<file path="src/logic/nocArbPkg.sv">
`default_nettype none

package nocArbPkg;

  // Router ports, in round-robin order.
  localparam int numPorts = 5;

  typedef enum logic [2:0] {
    portLocal = 3'd0,
    portNorth = 3'd1,
    portEast  = 3'd2,
    portWest  = 3'd3,
    portSouth = 3'd4
  } portId_t;

  // One-hot grant. Bit 0 is idle, bit p+1 grants port p.
  typedef logic [numPorts:0] grantState_t;

  localparam grantState_t grantIdle = 6'b000001;

  // Grant timeout counts.
  localparam int timerWidth = 12;

  typedef logic [timerWidth-1:0] timerCount_t;

endpackage

`default_nettype wire

</file>
<file path="src/logic/nocFlitPkg.sv">
`default_nettype none

package nocFlitPkg;

  import nocArbPkg::*;

  typedef enum logic [2:0] {
    kindHeader = 3'b001,
    kindBody   = 3'b010,
    kindTail   = 3'b100
  } flitKind_t;

  localparam int lengthWidth = 12;
  localparam int infoWidth   = 29;
  localparam int routeWidth  = infoWidth - lengthWidth;

  // Header view. Length is the grant timeout for the packet.
  typedef struct packed {
    logic [lengthWidth-1:0] length;
    logic [routeWidth-1:0]  routeTag;
  } flitHeader_t;

  typedef struct packed {
    logic [infoWidth-1:0] payload;
  } flitBody_t;

  // Same bits, read by kind.
  typedef union packed {
    flitHeader_t header;
    flitBody_t   body;
  } flitInfo_u;

  typedef struct packed {
    flitKind_t kind;
    flitInfo_u info;
  } flit_t;

  // Output flit, tagged with the input it came from.
  typedef struct packed {
    portId_t source;
    flit_t   flit;
  } taggedFlit_t;

endpackage

`default_nettype wire

</file>
<file path="src/logic/inputBuffer.sv">
`timescale 1ns/1ps
`default_nettype none

module inputBuffer
  import nocArbPkg::*;
  import nocFlitPkg::*;
(
  input  logic        clk,
  input  logic        rst,
  input  flit_t       inFlit,
  input  logic        inValid,
  output logic        inReady,
  input  logic        pop,
  output flit_t       bufFlit,
  output logic        bufValid,
  output timerCount_t limit
);

  logic full;
  logic push;

  // A full slot still takes a flit when it drains on the same edge.
  assign inReady  = !full || pop;
  assign push     = inValid && inReady;
  assign bufValid = full;

  always_ff @(posedge clk)
  begin
    if (rst)
    begin
      full <= 1'b0;
    end
    else if (push)
    begin
      full <= 1'b1;
    end
    else if (pop)
    begin
      full <= 1'b0;
    end
  end

  always_ff @(posedge clk)
  begin
    if (push)
    begin
      bufFlit <= inFlit;
    end
  end

  // Header flits carry this port's grant timeout.
  always_ff @(posedge clk)
  begin
    if (rst)
    begin
      limit <= '0;
    end
    else if (push && inFlit.kind == kindHeader)
    begin
      limit <= inFlit.info.header.length;
    end
  end

endmodule

`default_nettype wire

</file>
<file path="src/logic/grantTimer.sv">
`timescale 1ns/1ps
`default_nettype none

module grantTimer
  import nocArbPkg::*;
(
  input  logic        clk,
  input  logic        rst,
  input  logic        runTimer,
  input  timerCount_t limit,
  output logic        timesUp
);

  timerCount_t count;

  // Cycles held in the current grant. Any cycle not held restarts it.
  always_ff @(posedge clk)
  begin
    if (rst || !runTimer)
    begin
      count <= '0;
    end
    else
    begin
      count <= count + 1'b1;
    end
  end

  // Count starts at zero on the first granted cycle,
  // so a grant spans at most limit+1 cycles.
  assign timesUp = (count == limit);

endmodule

`default_nettype wire

</file>
<file path="src/logic/portArbiter.sv">
`timescale 1ns/1ps
`default_nettype none

module portArbiter
  import nocArbPkg::*;
(
  input  logic                clk,
  input  logic                rst,
  input  logic [numPorts-1:0] request,
  input  logic                timesUp,
  input  logic                pop,
  output grantState_t         grant,
  output logic                runTimer
);

  grantState_t         nextGrant;
  logic [numPorts-1:0] portGrant;
  logic                reqHeld;
  logic                keep;
  logic                stalled;
  int                  curPort;

  //////////////////////////////////////////////////////////////////////
  // Hold conditions.
  //////////////////////////////////////////////////////////////////////

  assign portGrant = grant[numPorts:1];
  assign reqHeld   = |(portGrant & request);
  assign keep      = reqHeld && !timesUp;

  // Granted flit waiting on a full output slot.
  assign stalled   = reqHeld && !pop;

  assign runTimer  = keep;

  always_comb
  begin
    curPort = 0;
    for (int p = 0; p < numPorts; p++)
    begin
      if (portGrant[p])
      begin
        curPort = p;
      end
    end
  end

  //////////////////////////////////////////////////////////////////////
  // Next grant.
  //////////////////////////////////////////////////////////////////////

  always_comb
  begin
    int idx;

    idx       = 0;
    nextGrant = grantIdle;
    if (grant[0])
    begin
      // Lowest numbered requester wins from idle.
      for (int p = numPorts - 1; p >= 0; p--)
      begin
        if (request[p])
        begin
          nextGrant        = '0;
          nextGrant[p + 1] = 1'b1;
        end
      end
    end
    else if (keep || stalled)
    begin
      nextGrant = grant;
    end
    else
    begin
      // Round-robin, starting after the current port and skipping it.
      for (int k = numPorts - 1; k >= 1; k--)
      begin
        idx = curPort + k;
        if (idx >= numPorts)
        begin
          idx = idx - numPorts;
        end
        if (request[idx])
        begin
          nextGrant          = '0;
          nextGrant[idx + 1] = 1'b1;
        end
      end
    end
  end

  always_ff @(posedge clk)
  begin
    if (rst)
    begin
      grant <= grantIdle;
    end
    else
    begin
      grant <= nextGrant;
    end
  end

endmodule

`default_nettype wire

</file>
<file path="src/logic/outputStage.sv">
`timescale 1ns/1ps
`default_nettype none

module outputStage
  import nocArbPkg::*;
  import nocFlitPkg::*;
(
  input  logic                       clk,
  input  logic                       rst,
  input  grantState_t                grant,
  input  flit_t [numPorts-1:0]       bufFlit,
  input  logic [numPorts-1:0]        bufValid,
  output logic [numPorts-1:0]        pop,
  output taggedFlit_t                outFlit,
  output logic                       outValid,
  input  logic                       outReady
);

  flit_t   selFlit;
  portId_t selPort;
  logic    selValid;
  logic    slotFree;
  logic    take;

  always_comb
  begin
    selValid = 1'b0;
    selFlit  = bufFlit[0];
    selPort  = portLocal;
    for (int p = 0; p < numPorts; p++)
    begin
      if (grant[p + 1])
      begin
        selValid = bufValid[p];
        selFlit  = bufFlit[p];
        selPort  = portId_t'(p);
      end
    end
  end

  // Slot is free when empty or draining this cycle.
  assign slotFree = !outValid || outReady;
  assign take     = selValid && slotFree;
  assign pop      = take ? grant[numPorts:1] : '0;

  always_ff @(posedge clk)
  begin
    if (rst)
    begin
      outValid <= 1'b0;
    end
    else if (slotFree)
    begin
      outValid <= take;
    end
  end

  always_ff @(posedge clk)
  begin
    if (take)
    begin
      outFlit.source <= selPort;
      outFlit.flit   <= selFlit;
    end
  end

endmodule

`default_nettype wire

</file>
<file path="src/logic/outputPortTop.sv">
`timescale 1ns/1ps
`default_nettype none

module outputPortTop
  import nocArbPkg::*;
  import nocFlitPkg::*;
(
  input  logic                 clk,
  input  logic                 rst,
  input  flit_t [numPorts-1:0] inFlit,
  input  logic [numPorts-1:0]  inValid,
  output logic [numPorts-1:0]  inReady,
  output taggedFlit_t          outFlit,
  output logic                 outValid,
  input  logic                 outReady
);

  flit_t [numPorts-1:0]       bufFlit;
  logic [numPorts-1:0]        bufValid;
  logic [numPorts-1:0]        pop;
  timerCount_t [numPorts-1:0] limit;
  timerCount_t                grantLimit;
  grantState_t                grant;
  logic                       runTimer;
  logic                       timesUp;

  //////////////////////////////////////////////////////////////////////
  // Input buffers.
  //////////////////////////////////////////////////////////////////////

  for (genvar p = 0; p < numPorts; p++)
  begin : inBuf
    inputBuffer buffer (
      .clk      (clk),
      .rst      (rst),
      .inFlit   (inFlit[p]),
      .inValid  (inValid[p]),
      .inReady  (inReady[p]),
      .pop      (pop[p]),
      .bufFlit  (bufFlit[p]),
      .bufValid (bufValid[p]),
      .limit    (limit[p])
    );
  end

  //////////////////////////////////////////////////////////////////////
  // Arbitration and grant timeout.
  //////////////////////////////////////////////////////////////////////

  portArbiter arbiter (
    .clk      (clk),
    .rst      (rst),
    .request  (bufValid),
    .timesUp  (timesUp),
    .pop      (|pop),
    .grant    (grant),
    .runTimer (runTimer)
  );

  // Timeout of whichever port holds the grant.
  always_comb
  begin
    grantLimit = '0;
    for (int p = 0; p < numPorts; p++)
    begin
      if (grant[p + 1])
      begin
        grantLimit = limit[p];
      end
    end
  end

  grantTimer timer (
    .clk      (clk),
    .rst      (rst),
    .runTimer (runTimer),
    .limit    (grantLimit),
    .timesUp  (timesUp)
  );

  outputStage outStage (
    .clk      (clk),
    .rst      (rst),
    .grant    (grant),
    .bufFlit  (bufFlit),
    .bufValid (bufValid),
    .pop      (pop),
    .outFlit  (outFlit),
    .outValid (outValid),
    .outReady (outReady)
  );

endmodule

`default_nettype wire

</file>
<file path="config.mk">
export PLATFORM = sky130hd
export DESIGN_NAME = outputPortTop
export DESIGN_NICKNAME = d
export VERILOG_FILES = /design/src/logic/nocArbPkg.sv /design/src/logic/nocFlitPkg.sv /design/src/logic/inputBuffer.sv /design/src/logic/grantTimer.sv /design/src/logic/portArbiter.sv /design/src/logic/outputStage.sv /design/src/logic/outputPortTop.sv
export SDC_FILE = /design/constraint.sdc
export NUM_CORES = 1
export LEC_CHECK = 0
export BUFFER_PORTS_ARGS = -buffer_cell sky130_fd_sc_hd__buf_4
export CELL_PAD_IN_SITES_DETAIL_PLACEMENT = 0
export CELL_PAD_IN_SITES_GLOBAL_PLACEMENT = 2
export CORE_MARGIN = 5
export CORE_UTILIZATION = 37
export CTS_CLUSTER_DIAMETER = 40
export DETAILED_ROUTE_END_ITERATION = 12
export GPL_ROUTABILITY_DRIVEN = 0
export PLACE_DENSITY = 0.86
export SYNTH_ARGS = -nofsm -noshare
export SYNTH_HDL_FRONTEND = slang
export SYNTH_SLANG_ARGS = --single-unit
</file>
<file path="constraint.sdc">
create_clock -name clk -period 5.6 [get_ports clk]
set_input_delay 0.56 -clock clk [delete_from_list [all_inputs] [get_ports clk]]
set_output_delay 0.56 -clock clk [all_outputs]
set_load 0.005 [all_outputs]
</file>
* Yosys cells after proc, flatten, opt, wreduce, memory -nomap -nowiden
Index checks and enable logic that the tools add are counted.
** Storage, ports and cells
- Register bits :: 279
- Input port bits :: 168
** Operators by class
- $add $sub $neg :: 13
- $lt $le $gt $ge :: 16
- Equal/unequal tests :: 7
- Mux-type cells :: 75
- Bitwise gates (word level) :: 1
- Reduce and logical (&&, ||, !) cells :: 41
** Operator list (number)
- 32-bit 2-to-1 mux :: 16
- 32-bit by 5-bit < comparator with 1-bit output, second input constant :: 8
- 32-bit by 2-bit adder with 32-bit output, second input constant :: 5
- 32-bit by 1-bit greater-or-equal comparator with 1-bit output, second input constant :: 4
- 32-bit by 4-bit greater-or-equal comparator with 1-bit output, second input constant :: 4
- 32-bit by 4-bit subtractor with 32-bit output, second input constant :: 4
- 6-bit 2-to-1 mux :: 11
- 32-bit by 3-bit adder with 32-bit output, second input constant :: 2
- 12-bit 2-to-1 mux :: 5
- 1-bit 2-to-1 mux :: 29
- 1-bit logical AND :: 17
- 3-bit by 1-bit equality test with 1-bit output, second input constant :: 5
- 12-bit by 1-bit adder with 12-bit output, second input constant :: 1
- 1-bit binary-select mux with 3-bit select :: 4
- 1-bit demux with 3-bit select :: 4
- 12-bit equality test :: 1
- 2-bit nonzero test :: 5
- 5-bit OR reduction :: 2
- 1-bit zero test :: 9
- 1-bit logical OR :: 8
- 2-bit 2-to-1 mux :: 4
- 5-bit bitwise AND :: 1
- 5-bit 2-to-1 mux :: 1
- 3-bit by 3-bit adder with 4-bit output, second input constant :: 1
- 2 further kinds :: 2

* Depth between registers and ports, before layout
Gate-level depths: netlist (run 1).
- Depth after elaboration :: 24
- Gate-level depth with buffers :: 16
- Gate-level depth less buffers :: 13

* By module
Synthesis (run 1) repeated with hierarchy kept, for this count alone.
** Unflattened totals
- Cell total of the unflattened synthesis :: 1063
- Area total of the unflattened synthesis :: 13207.7 um2
** Modules (own cells, without submodules)
- inputBuffer :: instances 5, cells an instance 91, area each 1575.3 um2, sequential area each 1221.2 um2
- outputStage :: instances 1, cells an instance 209, area each 2407.3 um2, sequential area each 1071.0 um2
- portArbiter :: instances 1, cells an instance 248, area each 1747.9 um2, sequential area each 120.1 um2
- grantTimer :: instances 1, cells an instance 76, area each 659.4 um2, sequential area each 240.2 um2
- outputPortTop :: instances 1, cells an instance 75, area each 516.7 um2, sequential area each 0.0 um2

* Worst setup path after synthesis (run 1)
OpenSTA, ideal clock, no wires.
- Path type :: register to register
- Start :: register arbiter.grant[5]
- End :: register inBuf[4].buffer.limit[10]
- Library setup time :: 128 ps
- Arrival time :: 3847 ps
- Data required time :: 5472 ps
- Setup slack :: 1626 ps
- Cell stages (with the launch flop) :: 10
- Period minus slack after synthesis :: 3974 ps
- Cell sequence :: dfxtp_1 buf_2 buf_1 clkbuf_1 nand2_1 a21oi_1 nand3_1 buf_1 mux2i_1 nor2_1
** On the way
- Word-level cells in the longest chain between the ends :: 6
** Ends and longest elaborated chain
- start: declaration :: line portArbiter.sv:12 : output grantState_t grant,
- start signal: assignment :: line portArbiter.sv:97 : grant <= grantIdle;
- start signal: assignment :: line portArbiter.sv:101 : grant <= nextGrant;
- 1-bit 2-to-1 mux :: line outputStage.sv:32 : if (grant[p + 1])
- 1-bit logical AND :: line outputStage.sv:43 : assign take = selValid && slotFree;
- 5-bit 2-to-1 mux (*) :: line outputStage.sv:44 : assign pop = take ? grant[numPorts:1] : '0;
- 1-bit logical OR (*) :: line inputBuffer.sv:23 : assign inReady = !full || pop;
- 1-bit logical AND (*) :: line inputBuffer.sv:24 : assign push = inValid && inReady;
- named net inBuf[4].buffer.push :: line inputBuffer.sv:20 : logic push;
- 1-bit logical AND (*) :: line inputBuffer.sv:58 : else if (push && inFlit.kind == kindHeader)
- end signal: assignment :: line inputBuffer.sv:60 : limit <= inFlit.info.header.length;
- end: declaration :: line inputBuffer.sv:16 : output timerCount_t limit
Mark *: on every way through the listed nets, which the timed path passes. The rest lies on a longest branch.
A chain may end at the register's enable or synchronous reset.

* Final worst setup path (run 1)
- Start :: register arbiter.grant[4]
- End :: register arbiter.grant[5]
** On the way
- Word-level cells in the longest chain between the ends :: 18
- Elaborated cells between the ends (all ways) :: 84
- Classes of those cells :: 12 x add/sub; 12 x order compare; 2 x eq/ne; 45 x mux; 1 x bitwise; 12 x reduce/logical
** Ends and longest elaborated chain
- branches (longest 18 deep; another with 32-bit by 3-bit adder with 32-bit output)
Parallel ways; which one is timed is not known. The select of a mux whose other input is x is not followed.

==> results.py, run 1 <==
metrics = {
    "grt": {
        "grt_max_degree": 103,
        "antenna_found_initial": 0,
        "grt_pass1_wl_um": 49700,
        "grt_pass1_vias": 8491,
        "grt_usage": 0.178,
        "grt.overflow.total": 0,
    },
    "logic_synthesis": {
        "ys_top_cells_by_count": "edfxtp_1 (195), nor2_1 (159), mux2i_1 (94), a21oi_1 (88), dfxtp_1 (84)",
        "synth_area_mm2": 0.0120,
        "syn_inst": 1023,
        "ys_warn_count": 0,
        "synth_nets": 1201,
        "synth-seq-area-share": 0.629,
        "synth_edf_count": 195,
        "syn_avg_cell_area_um2": 11.7,
        "ys_ff_latch": 279,
        "synth_top_area_frac": 0.489,
        "synth_most_common_cell": "edfxtp_1",
        "synth.largest_area_cell": "edfxtp_1",
        "async_reset_ff_frac": 0,
        "ys_types": 72,
        "synth_top_flop_cell": "edfxtp_1",
        "yosys-top-cells-area": "edfxtp_1 (49%), dfxtp_1 (14%), mux2i_1 (7.9%)",
    },
    "die": {
        "rows": 65,
        "dieArea_mm2": 0.0361,
        "io_pins": 209,
        "initial_core_util": 0.378,
        "die_h_um": 190,
        "die_w_um": 190,
        "core_mm2": 0.0317,
    },
    "clock_network": {
        "postCtsSetupBuffers": 0,
        "cts_buffer_depth": 3,
        "cts_tree": "done",
        "clk_pin_slew_ps": 60,
        "htreeDepth": 2,
        "cts_buffers": 42,
        "cts-root-buf": "clkbuf_16",
        "cts.sinks": 279,
        "cts_resized": 0,
        "clk_latency_ps": 530,
        "postCtsHoldBufs": 0,
    },
    "power_and_ir_drop": {
        "irDropWorstVdd_v": 0.000368,
        "pwr_density_cell_mw_per_mm2": 583,
        "p_total_w": 0.00895,
        "p_leak_nw": 5.84,
    },
    "critical_path": {
        "critPathCaptureType": "flop",
        "crit_family": "compound AO/OA/AOI/OAI gates",
        "critPathSlowestCell": "a311oi_1",
        "cp_num_buf_inv": 0,
        "worstSetupPathType": "flop to flop",
        "cp-start-kind": "flop",
        "path_max_fanout": 40,
        "crit_path_cell_trace": "o21ai_0, ha_1, ha_1, nor2_1, a21oi_1, a21oi_1, a311oi_1, nand3_1, nor3_1, o311ai_1, a311oi_1",
        "critical_path_required_ps": 6010,
        "slowest_delay_ps": 830,
        "worstPathArrival_ps": 4550,
    },
    "place": {
        "dpl-instance-area_mm2": 0.0138,
        "dpl.hpwl_um": 23900,
        "portBuffers": 208,
    },
    "hold_path": {
        "hold_class": "input pin to flop",
    },
    "detailed_routing": {
        "vias_per_cell": 5.18,
        "first_pass_iters": 5,
        "drtIter0Drc": 691,
        "routed_wl_um": 33700,
        "vias": 8559,
        "drc": 0,
        "final_antenna_net_count": 0,
        "wire_per_inst_um": 20.4,
    },
    "cells_and_area": {
        "multi_input_area_mm2": 0.00400,
        "stdcell_area_mm2": 0.0154,
        "fin_nets": 1395,
        "fillers": 2870,
        "ff_latch_area_mm2": 0.00754,
        "diodes": 0,
        "drive_gt1_frac": 0.249,
        "syn_to_final_growth_pct": 28.2,
    },
    "timing": {
        "finClkSkew_ps": 20.4,
        "rsz0062_at_grt": "no",
        "finalSetupTns_ps": 0,
        "fin_crit_sh": 0.740,
        "fmaxAchievable_mhz": 241,
        "period_minus_slack_ps": 4140,
        "relSlewSlack": 0.317,
        "setup_violations": 0,
        "tightest_slew_ps": 1020,
        "maxSlewViolCount": 0,
        "hold_viol_final": 0,
    },
    "outcome": {
        "outcome": "completed",
    },
    "flow_run": {
        "cap_violations": 0,
    },
}
## registers in the layout, summed over array words and instances, names as in the netlist
register               count
inBuf.buffer.bufValid      5
inBuf.buffer.bufFlit     160
timer.count               12
inBuf.buffer.limit        60
outStage.outFlit          35
arbiter.grant              6
outStage.outValid          1
## per-layer routing
metal | vias to the layer above | wire length (um) | GRT usage
met5 | - | 0 | 0
met4 | 0 | 776 | 0.0448
met3 | 63 | 2450 | 0.0376
met2 | 307 | 16900 | 0.317
met1 | 4107 | 13500 | 0.221
li1 | 4082 | - | -
## report_power, final
part	switching (W)	internal, W
clock	0.000963	0.00191
combinational	0.00205	0.00120
sequential	0.000160	0.00266
total	0.00318	0.00578
## worst register-to-register path: cells and delay by family, from the launching register on
family | cells | cell delay, ps
flip-flops | 1 | 820
adder cells (fa/ha/maj) | 2 | 700
AO/OA/AOI/OAI | 6 | 1980
AND/OR/NAND/NOR | 3 | 560
## layout by cell type (no fill, tap or decap), types with 9 or more instances in the layout
cell type and count:
nor2b_1 12, o31ai_1 12, nor3b_1 12, dfxtp_1 80
buf_4 219, o211ai_1 9, a21oi_1 87, ha_1 10
bufinv_16 9, nor2_1 159, o21ai_0 50, edfxtp_1 195
xor2_1 10, mux2i_1 94, inv_1 21, nand2_1 81
clkbuf_16 44, and3_1 15, nand3_1 11
## metrics by stage
step / setup slack [ps] / utilization / hold slack (ps) / cells
finish: 1460 / 0.484 / 208 / 1653
global route: 1000 / 0.484 / 190 / 1653
CTS: 1540 / 0.484 / 190 / 1653
detailed placement: 1590 / 0.434 / 483 / 1575
global placement: 1600 / 0.434 / 472 / 1575
floorplan: 1630 / - / 444 / 1023
## logic make-up after synthesis
family,after synthesis,share of synthesized area
DFF,279,0.629
and+or+nand+nor,329,0.126
buffers and inverters,91,0.0378
AOI/OAI and AO/OA,202,0.104
adders and majority gates,10,0.0104
xor gates and xnor gates,16,0.0117
muxes,95,0.0804
other,1,0.000313
## worst paths after layout
check                                               from  cells past startpoint  slack (ps)                          to
worst max-delay path                    arbiter.grant[4]                     11        1460            arbiter.grant[5]
worst min-delay path                          inFlit[35]                      1         210  inBuf[1].buffer.bufFlit[3]
worst max register to register          arbiter.grant[4]                     11        1460            arbiter.grant[5]
worst min register to register  inBuf[3].buffer.limit[7]                      2         490    inBuf[3].buffer.limit[7]
## area by class of cell
type | count | area share
Clock buffer | 53 | 0.0759
Tap cell | 402 | 0.0328
Inverter | 22 | 0.00546
Clock inverter | 25 | 0.0271
Timing Repair Buffer | 219 | 0.107
Multi-Input combinational cell | 653 | 0.260
Sequential cell | 279 | 0.491
(Power assumes the default switching activity.)
==> inputs of run 2 (changes only) <==
--- a/config.mk
+++ b/config.mk
@@ -9,11 +9,11 @@
 export CELL_PAD_IN_SITES_DETAIL_PLACEMENT = 0
 export CELL_PAD_IN_SITES_GLOBAL_PLACEMENT = 2
 export CORE_MARGIN = 5
-export CORE_UTILIZATION = 37
+export CORE_UTILIZATION = 33
 export CTS_CLUSTER_DIAMETER = 40
 export DETAILED_ROUTE_END_ITERATION = 12
 export GPL_ROUTABILITY_DRIVEN = 0
-export PLACE_DENSITY = 0.86
+export PLACE_DENSITY = 0.81
 export SYNTH_ARGS = -nofsm -noshare
 export SYNTH_HDL_FRONTEND = slang
 export SYNTH_SLANG_ARGS = --single-unit
==> constraint.sdc (replaced) <==
create_clock -name clk -period 3.45 [get_ports clk]
set_input_delay 0.345 -clock clk [delete_from_list [all_inputs] [get_ports clk]]
set_output_delay 0.345 -clock clk [all_outputs]
set_load 0.005 [all_outputs]
==> run 2 against run 1 <==
Compared with the run above: final cell count is 15% higher; register-to-register slack worse by 1300 ps; die area is 11% higher; largest power group unchanged; first-iteration DRC count is 4.1% higher; global-route usage is 0.22 points higher; total power is 68% higher; combinational power is 81% higher; largest cell class unchanged; highest routed layer unchanged.
==> results.py, run 2 (synthesis results as in run 1) <==
metrics = {
    "outcome": {
        "outcome": "completed",
    },
    "clock_network": {
        "cts-root-buf": "clkbuf_16",
        "cts_tree": "done",
        "clk_pin_slew_ps": 50,
        "cts_buffers": 43,
        "cts_buffer_depth": 3,
        "htreeDepth": 2,
        "clk_latency_ps": 550,
        "cts.sinks": 279,
    },
    "critical_path": {
        "path_max_fanout": 15,
        "critical_path_required_ps": 3880,
        "r2r_start": "arbiter.grant[3]",
        "reg2reg_depth": 13,
        "critPathCaptureType": "flop",
        "cp-startpoint": "arbiter.grant[3]",
        "worstSetupPathType": "flop to flop",
        "worstPathArrival_ps": 3680,
        "r2r_end": "arbiter.grant[2]",
        "crit_end": "arbiter.grant[2]",
        "cp-start-kind": "flop",
        "rrSetupSlack_ps": 200,
    },
    "cells_and_area": {
        "drive_gt1_frac": 0.239,
        "layout_common_cells": "buf_4 (240), edfxtp_1 (195), nor2_1 (159)",
        "largest_reg_flops": 160,
        "fillers": 3223,
        "stdcell_area_mm2": 0.0172,
        "syn_to_final_growth_pct": 43.9,
        "top_regs": "inBuf.buffer.bufFlit x160, inBuf.buffer.limit x60, outStage.outFlit x35",
        "final_common_cell": "buf_4",
        "regMostFlops": "inBuf.buffer.bufFlit",
        "fin_nets": 1576,
        "stdcell_count": 1895,
    },
    "grt": {
        "grt.overflow.total": 0,
        "grt_usage": 0.180,
        "use_met2": 0.317,
        "met3_usage": 0.0368,
        "antenna_found_initial": 1,
        "busiest_layer": "met2",
        "grt_pass1_wl_um": 57000,
        "grtUsageMet1": 0.227,
        "grt_max_degree": 74,
        "grt_pass1_vias": 9641,
    },
    "timing": {
        "relSlewSlack": 0.413,
        "finalSetupTns_ps": 0,
        "fmaxAchievable_mhz": 308,
        "hold_viol_final": 0,
        "tightest_slew_ps": 881,
        "maxSlewViolCount": 0,
        "finalHoldWorstSlack_ps": 21.3,
        "setup_violations": 0,
        "rsz0062_at_grt": "no",
        "period_minus_slack_ps": 3250,
        "fin_crit_sh": 0.942,
        "finClkSkew_ps": 27.6,
    },
    "flow_run": {
        "cap_violations": 0,
    },
    "detailed_routing": {
        "first_pass_iters": 5,
        "drtIter0Drc": 719,
        "final_antenna_net_count": 0,
        "routed_wl_um": 37300,
        "vias_per_cell": 4.90,
        "vias": 9286,
        "drc": 0,
        "wire_per_inst_um": 19.7,
    },
    "power_and_ir_drop": {
        "pwr_density_cell_mw_per_mm2": 871,
        "p_total_w": 0.0150,
        "irDropWorstVdd_v": 0.000703,
        "p_leak_nw": 6.61,
    },
    "place": {
        "dpl-instance-area_mm2": 0.0142,
        "portBuffers": 208,
        "dpl.hpwl_um": 25700,
        "dp_cells": 1664,
    },
    "die": {
        "rows": 69,
        "dieArea_mm2": 0.0402,
        "io_pins": 209,
        "die_h_um": 201,
        "core_mm2": 0.0357,
        "die_w_um": 201,
        "initial_core_util": 0.335,
    },
    "hold_path": {
        "hold_class": "input pin to flop",
    },
}
## run 2: cell types whose count changed in the layout (fill, tap and decap cells not counted), sizes merged
cell         previous run  this run
clkbuf                 53        51
clkinvlp                3         6
bufinv                  9         8
buf                   219       249
clkinv                 10        12
diode                   0         1
dlygate4sd3             0       150
## run 2: worst min path at each step
stage / start / end / slack, ps / cells past startpoint
final: inFlit[26] / inBuf[0].buffer.bufFlit[26] / 20 / 1
after global routing: inFlit[21] / inBuf[0].buffer.bufFlit[21] / 4 / 1
after CTS: inFlit[90] / inBuf[2].buffer.bufFlit[26] / 0.1 / 1
after detailed placement: timer.count[0] / timer.count[0] / 480 / 1
after global placement: inBuf[0].buffer.limit[9] / inBuf[0].buffer.limit[9] / 470 / 2
after floorplan: inFlit[0] / inBuf[0].buffer.bufFlit[0] / 440 / 0
## run 2: per-layer routing
layer | vias to the layer above | part of all wire
met5 | - | 0
met1 | 4437 | 0.42
li1 | 4452 | -
met4 | 0 | 0.023
met3 | 59 | 0.057
met2 | 338 | 0.50
## run 2: layout make-up
class / instances / area (um2) / share of cell area
diodes: 1 / 2.50 / 0.000145
clock buffers: 51 / 1120 / 0.0648
clock inverters: 29 / 433 / 0.0251
inverters: 22 / 83.8 / 0.00486
multi-input cells: 653 / 4000 / 0.232
flip-flops and latches: 279 / 7540 / 0.438
well taps: 461 / 577 / 0.0335
repair buffers: 399 / 3470 / 0.202
## run 2: stage by stage
step           worst slack [ps]   util
2_1_floorplan              9.17      -
3_3_place_gp                212  0.396
3_5_place_dp                196  0.396
4_1_cts                     165  0.481
5_1_grt                    32.8  0.482
6_report                    200  0.482
## run 2: repair_timing
item / in CTS / in global routing
endpoints found under the setup margin: 0 / 5
hold endpoints to repair: 147 / 3
setup buffers: 0 / 0
hold buffers: 147 / 3
gates resized for setup: 0 / 2
## run 2: critical path, cell delays in order, from the launching register on
cell	delay, ps
dfxtp_2	520
nor2_4	110
nor2_1	130
inv_1	90
ha_1	210
ha_1	310
nand2b_1	150
a2111oi_0	460
a311oi_1	150
buf_4	200
or3_1	300
o311ai_0	130
o211ai_1	130
a311oi_1	250
## run 2: power by group
| part | leakage [nW] | internal [W] | switching (W) | total, W |
|---|---|---|---|---|
| Combinational | 3.34 | 0.00231 | 0.00357 | 0.00588 |
| Sequential | 2.54 | 0.00432 | 0.000216 | 0.00453 |
| Clock | 0.730 | 0.00296 | 0.00164 | 0.00460 |
==> inputs of run 3 (changes only) <==
--- a/config.mk
+++ b/config.mk
@@ -10,10 +10,11 @@
 export CELL_PAD_IN_SITES_GLOBAL_PLACEMENT = 2
 export CORE_MARGIN = 5
 export CORE_UTILIZATION = 33
-export CTS_CLUSTER_DIAMETER = 40
 export DETAILED_ROUTE_END_ITERATION = 12
 export GPL_ROUTABILITY_DRIVEN = 0
+export HOLD_SLACK_MARGIN = 0.15
 export PLACE_DENSITY = 0.81
+export REMOVE_ABC_BUFFERS = 1
 export SYNTH_ARGS = -nofsm -noshare
 export SYNTH_HDL_FRONTEND = slang
 export SYNTH_SLANG_ARGS = --single-unit
==> run 3 against run 2 <==
Compared with the run above: cell area is 2.5% lower; sequential cell count stayed put; clock power is 32% lower; final cell count is 0.21% lower; fmax is 1.3% higher; global-route usage is 0.21 points lower; die area stayed put; first-iteration DRC count is 36% lower; worst hold slack better by 160 ps; sequential share of layout area is 1.2 points higher; critical endpoint is now inReady[0].
==> results.py, run 3 (synthesis results as in run 1) <==
metrics = {
    "cells_and_area": {
        "regMostFlops": "inBuf.buffer.bufFlit",
        "largest_reg_flops": 160,
        "fillers": 3219,
        "multi_input_area_mm2": 0.00400,
        "final_util": 0.470,
        "top_regs": "inBuf.buffer.bufFlit x160, inBuf.buffer.limit x60, outStage.outFlit x35",
        "layout_common_cells": "buf_4 (248), edfxtp_1 (195), dlygate4sd3_1 (165)",
        "stdcell_count": 1891,
        "fin_nets": 1583,
        "final_common_cell": "buf_4",
        "syn_to_final_growth_pct": 40.3,
        "drive_gt1_frac": 0.225,
        "ff_latch_area_mm2": 0.00755,
    },
    "critical_path": {
        "r2r_start": "arbiter.grant[3]",
        "critPathMostFrequentCell": "buf_4",
        "reg2reg_depth": 11,
        "rrSetupSlack_ps": 300,
        "critPathCaptureType": "output pin",
        "critPathSlowestCell": "a221oi_1",
        "r2r_end": "inBuf[3].buffer.limit[11]",
        "slowest_delay_ps": 490,
        "worstSetupPathType": "flop to output pin",
        "path_max_fanout": 16,
        "crit_path_cell_trace": "buf_4, buf_4, a21oi_1, a221oi_1, o221ai_2, o21ai_0, buf_4, buf_4",
        "worstPathArrival_ps": 2860,
        "cp-start-kind": "flop",
        "critical_path_required_ps": 3110,
    },
    "detailed_routing": {
        "drtIter0Drc": 461,
        "routed_wl_um": 37100,
        "vias": 9242,
        "drc": 0,
        "final_antenna_net_count": 0,
        "vias_per_cell": 4.89,
        "wire_per_inst_um": 19.6,
        "first_pass_iters": 5,
    },
    "clock_network": {
        "cts_tree": "done",
        "cts-root-buf": "clkbuf_16",
        "clk_latency_ps": 560,
        "clk_pin_slew_ps": 60,
        "cts_buffers": 30,
        "cts.sinks": 279,
        "cts_buffer_depth": 3,
        "htreeDepth": 1,
    },
    "die": {
        "core_mm2": 0.0357,
        "initial_core_util": 0.335,
        "rows": 69,
        "io_pins": 209,
        "die_h_um": 201,
        "die_w_um": 201,
        "dieArea_mm2": 0.0402,
    },
    "place": {
        "dp_cells": 1667,
        "portBuffers": 208,
        "dpl.hpwl_um": 24400,
    },
    "grt": {
        "antenna_found_initial": 1,
        "grt.overflow.total": 0,
        "grt_pass1_wl_um": 57100,
        "grt_pass1_vias": 9609,
        "grt_usage": 0.178,
        "grt_max_degree": 50,
    },
    "outcome": {
        "outcome": "completed",
    },
    "timing": {
        "finalHoldWorstSlack_ps": 178,
        "period_minus_slack_ps": 3210,
        "rsz0062_at_grt": "no",
        "setup_violations": 0,
        "maxSlewViolCount": 0,
        "finalSetupTns_ps": 0,
        "fin_crit_sh": 0.930,
        "fmaxAchievable_mhz": 312,
        "tightest_slew_ps": 737,
        "finClkSkew_ps": 26.1,
        "relSlewSlack": 0.509,
        "hold_viol_final": 0,
    },
    "power_and_ir_drop": {
        "p_leak_nw": 6.42,
        "pwr-share-comb": 0.427,
        "pwr_density_cell_mw_per_mm2": 800,
        "irDropWorstVdd_v": 0.000500,
        "p_sw_w": 0.00499,
        "swShare": 0.371,
        "p_total_w": 0.0134,
        "pwr-share-clk": 0.232,
        "seq_power_share": 0.340,
        "p_int_w": 0.00845,
    },
    "flow_run": {
        "cap_violations": 0,
    },
    "hold_path": {
        "whs_endpoint": "outStage.outValid",
        "hold_class": "input pin to flop",
        "hold_depth": 3,
        "hp-start": "outReady",
    },
}
==> run 3: cell count changes in the layout (fill, tap and decap cells not counted), moves of 4 or more <==
cell / previous run / this run
dfxtp_4: 0 / 4
clkbuf_16: 43 / 30
dfxtp_2: 4 / 0
inv_6: 4 / 0
bufinv_16: 8 / 1
clkbuf_1: 7 / 11
clkinvlp_4: 6 / 1
dlygate4sd3_1: 150 / 165
buf_4: 240 / 248
clkinv_4: 6 / 0
and2_2: 0 / 4
clkbuf_8: 1 / 6
and2_1: 4 / 0
==> run 3: critical path, delay by kind of cell, from the launching register on <==
kind            cells  cell delay, ps
compound gates      4            1160
buf+inv             4             750
flops               1             390
==> run 3: worst max-delay path by stage <==
stage,start,end,depth (start not counted)
final,arbiter.grant[3],inReady[0],8
after global routing,arbiter.grant[3],inReady[0],8
after CTS,arbiter.grant[3],inReady[3],8
after detailed placement,arbiter.grant[5],arbiter.grant[5],11
after global placement,arbiter.grant[5],arbiter.grant[5],11
after floorplan,arbiter.grant[5],arbiter.grant[4],11
==> run 3: area by class of cell <==
class,count,area share
Antenna cell,1,0.000149
Clock buffer,47,0.0520
Clock inverter,9,0.00476
Inverter,22,0.00499
Multi-Input combinational cell,653,0.238
Sequential cell,279,0.449
Tap cell,461,0.0343
Timing Repair Buffer,419,0.216
==> run 3: per-stage QoR <==
stage          area [um2]  setup slack, ps
2_1_floorplan       11600            -1680
3_3_place_gp        14200              298
3_5_place_dp        14200              215
4_1_cts             16800              171
5_1_grt             16800             42.2
6_report            16800              243
==> run 3: repair_timing <==
item	in CTS	in global routing
setup endpoints to repair	0	1
setup buffers	0	2
hold endpoints to repair	225	0
hold buffers	165	0
gates resized for setup	0	0
==> run 3: routing by layer <==
layer | wire, um | global-route usage | vias to the layer above
li1 | - | - | 4443
met1 | 16300 | 0.240 | 4438
met2 | 17800 | 0.305 | 319
met3 | 2390 | 0.0320 | 42
met4 | 589 | 0.0327 | 0
met5 | 0 | 0 | -
==> run 3: power by group through the flow <==
stage	sequential, W	clock [W]	combinational [W]
finish	0.00458	0.00312	0.00575
global route	0.00463	0.00334	0.00634
CTS	0.00458	0.00319	0.00574
detailed placement	0.00465	0	0.00557
global placement	0.00464	0	0.00554
floorplan	0.00493	0	0.00306
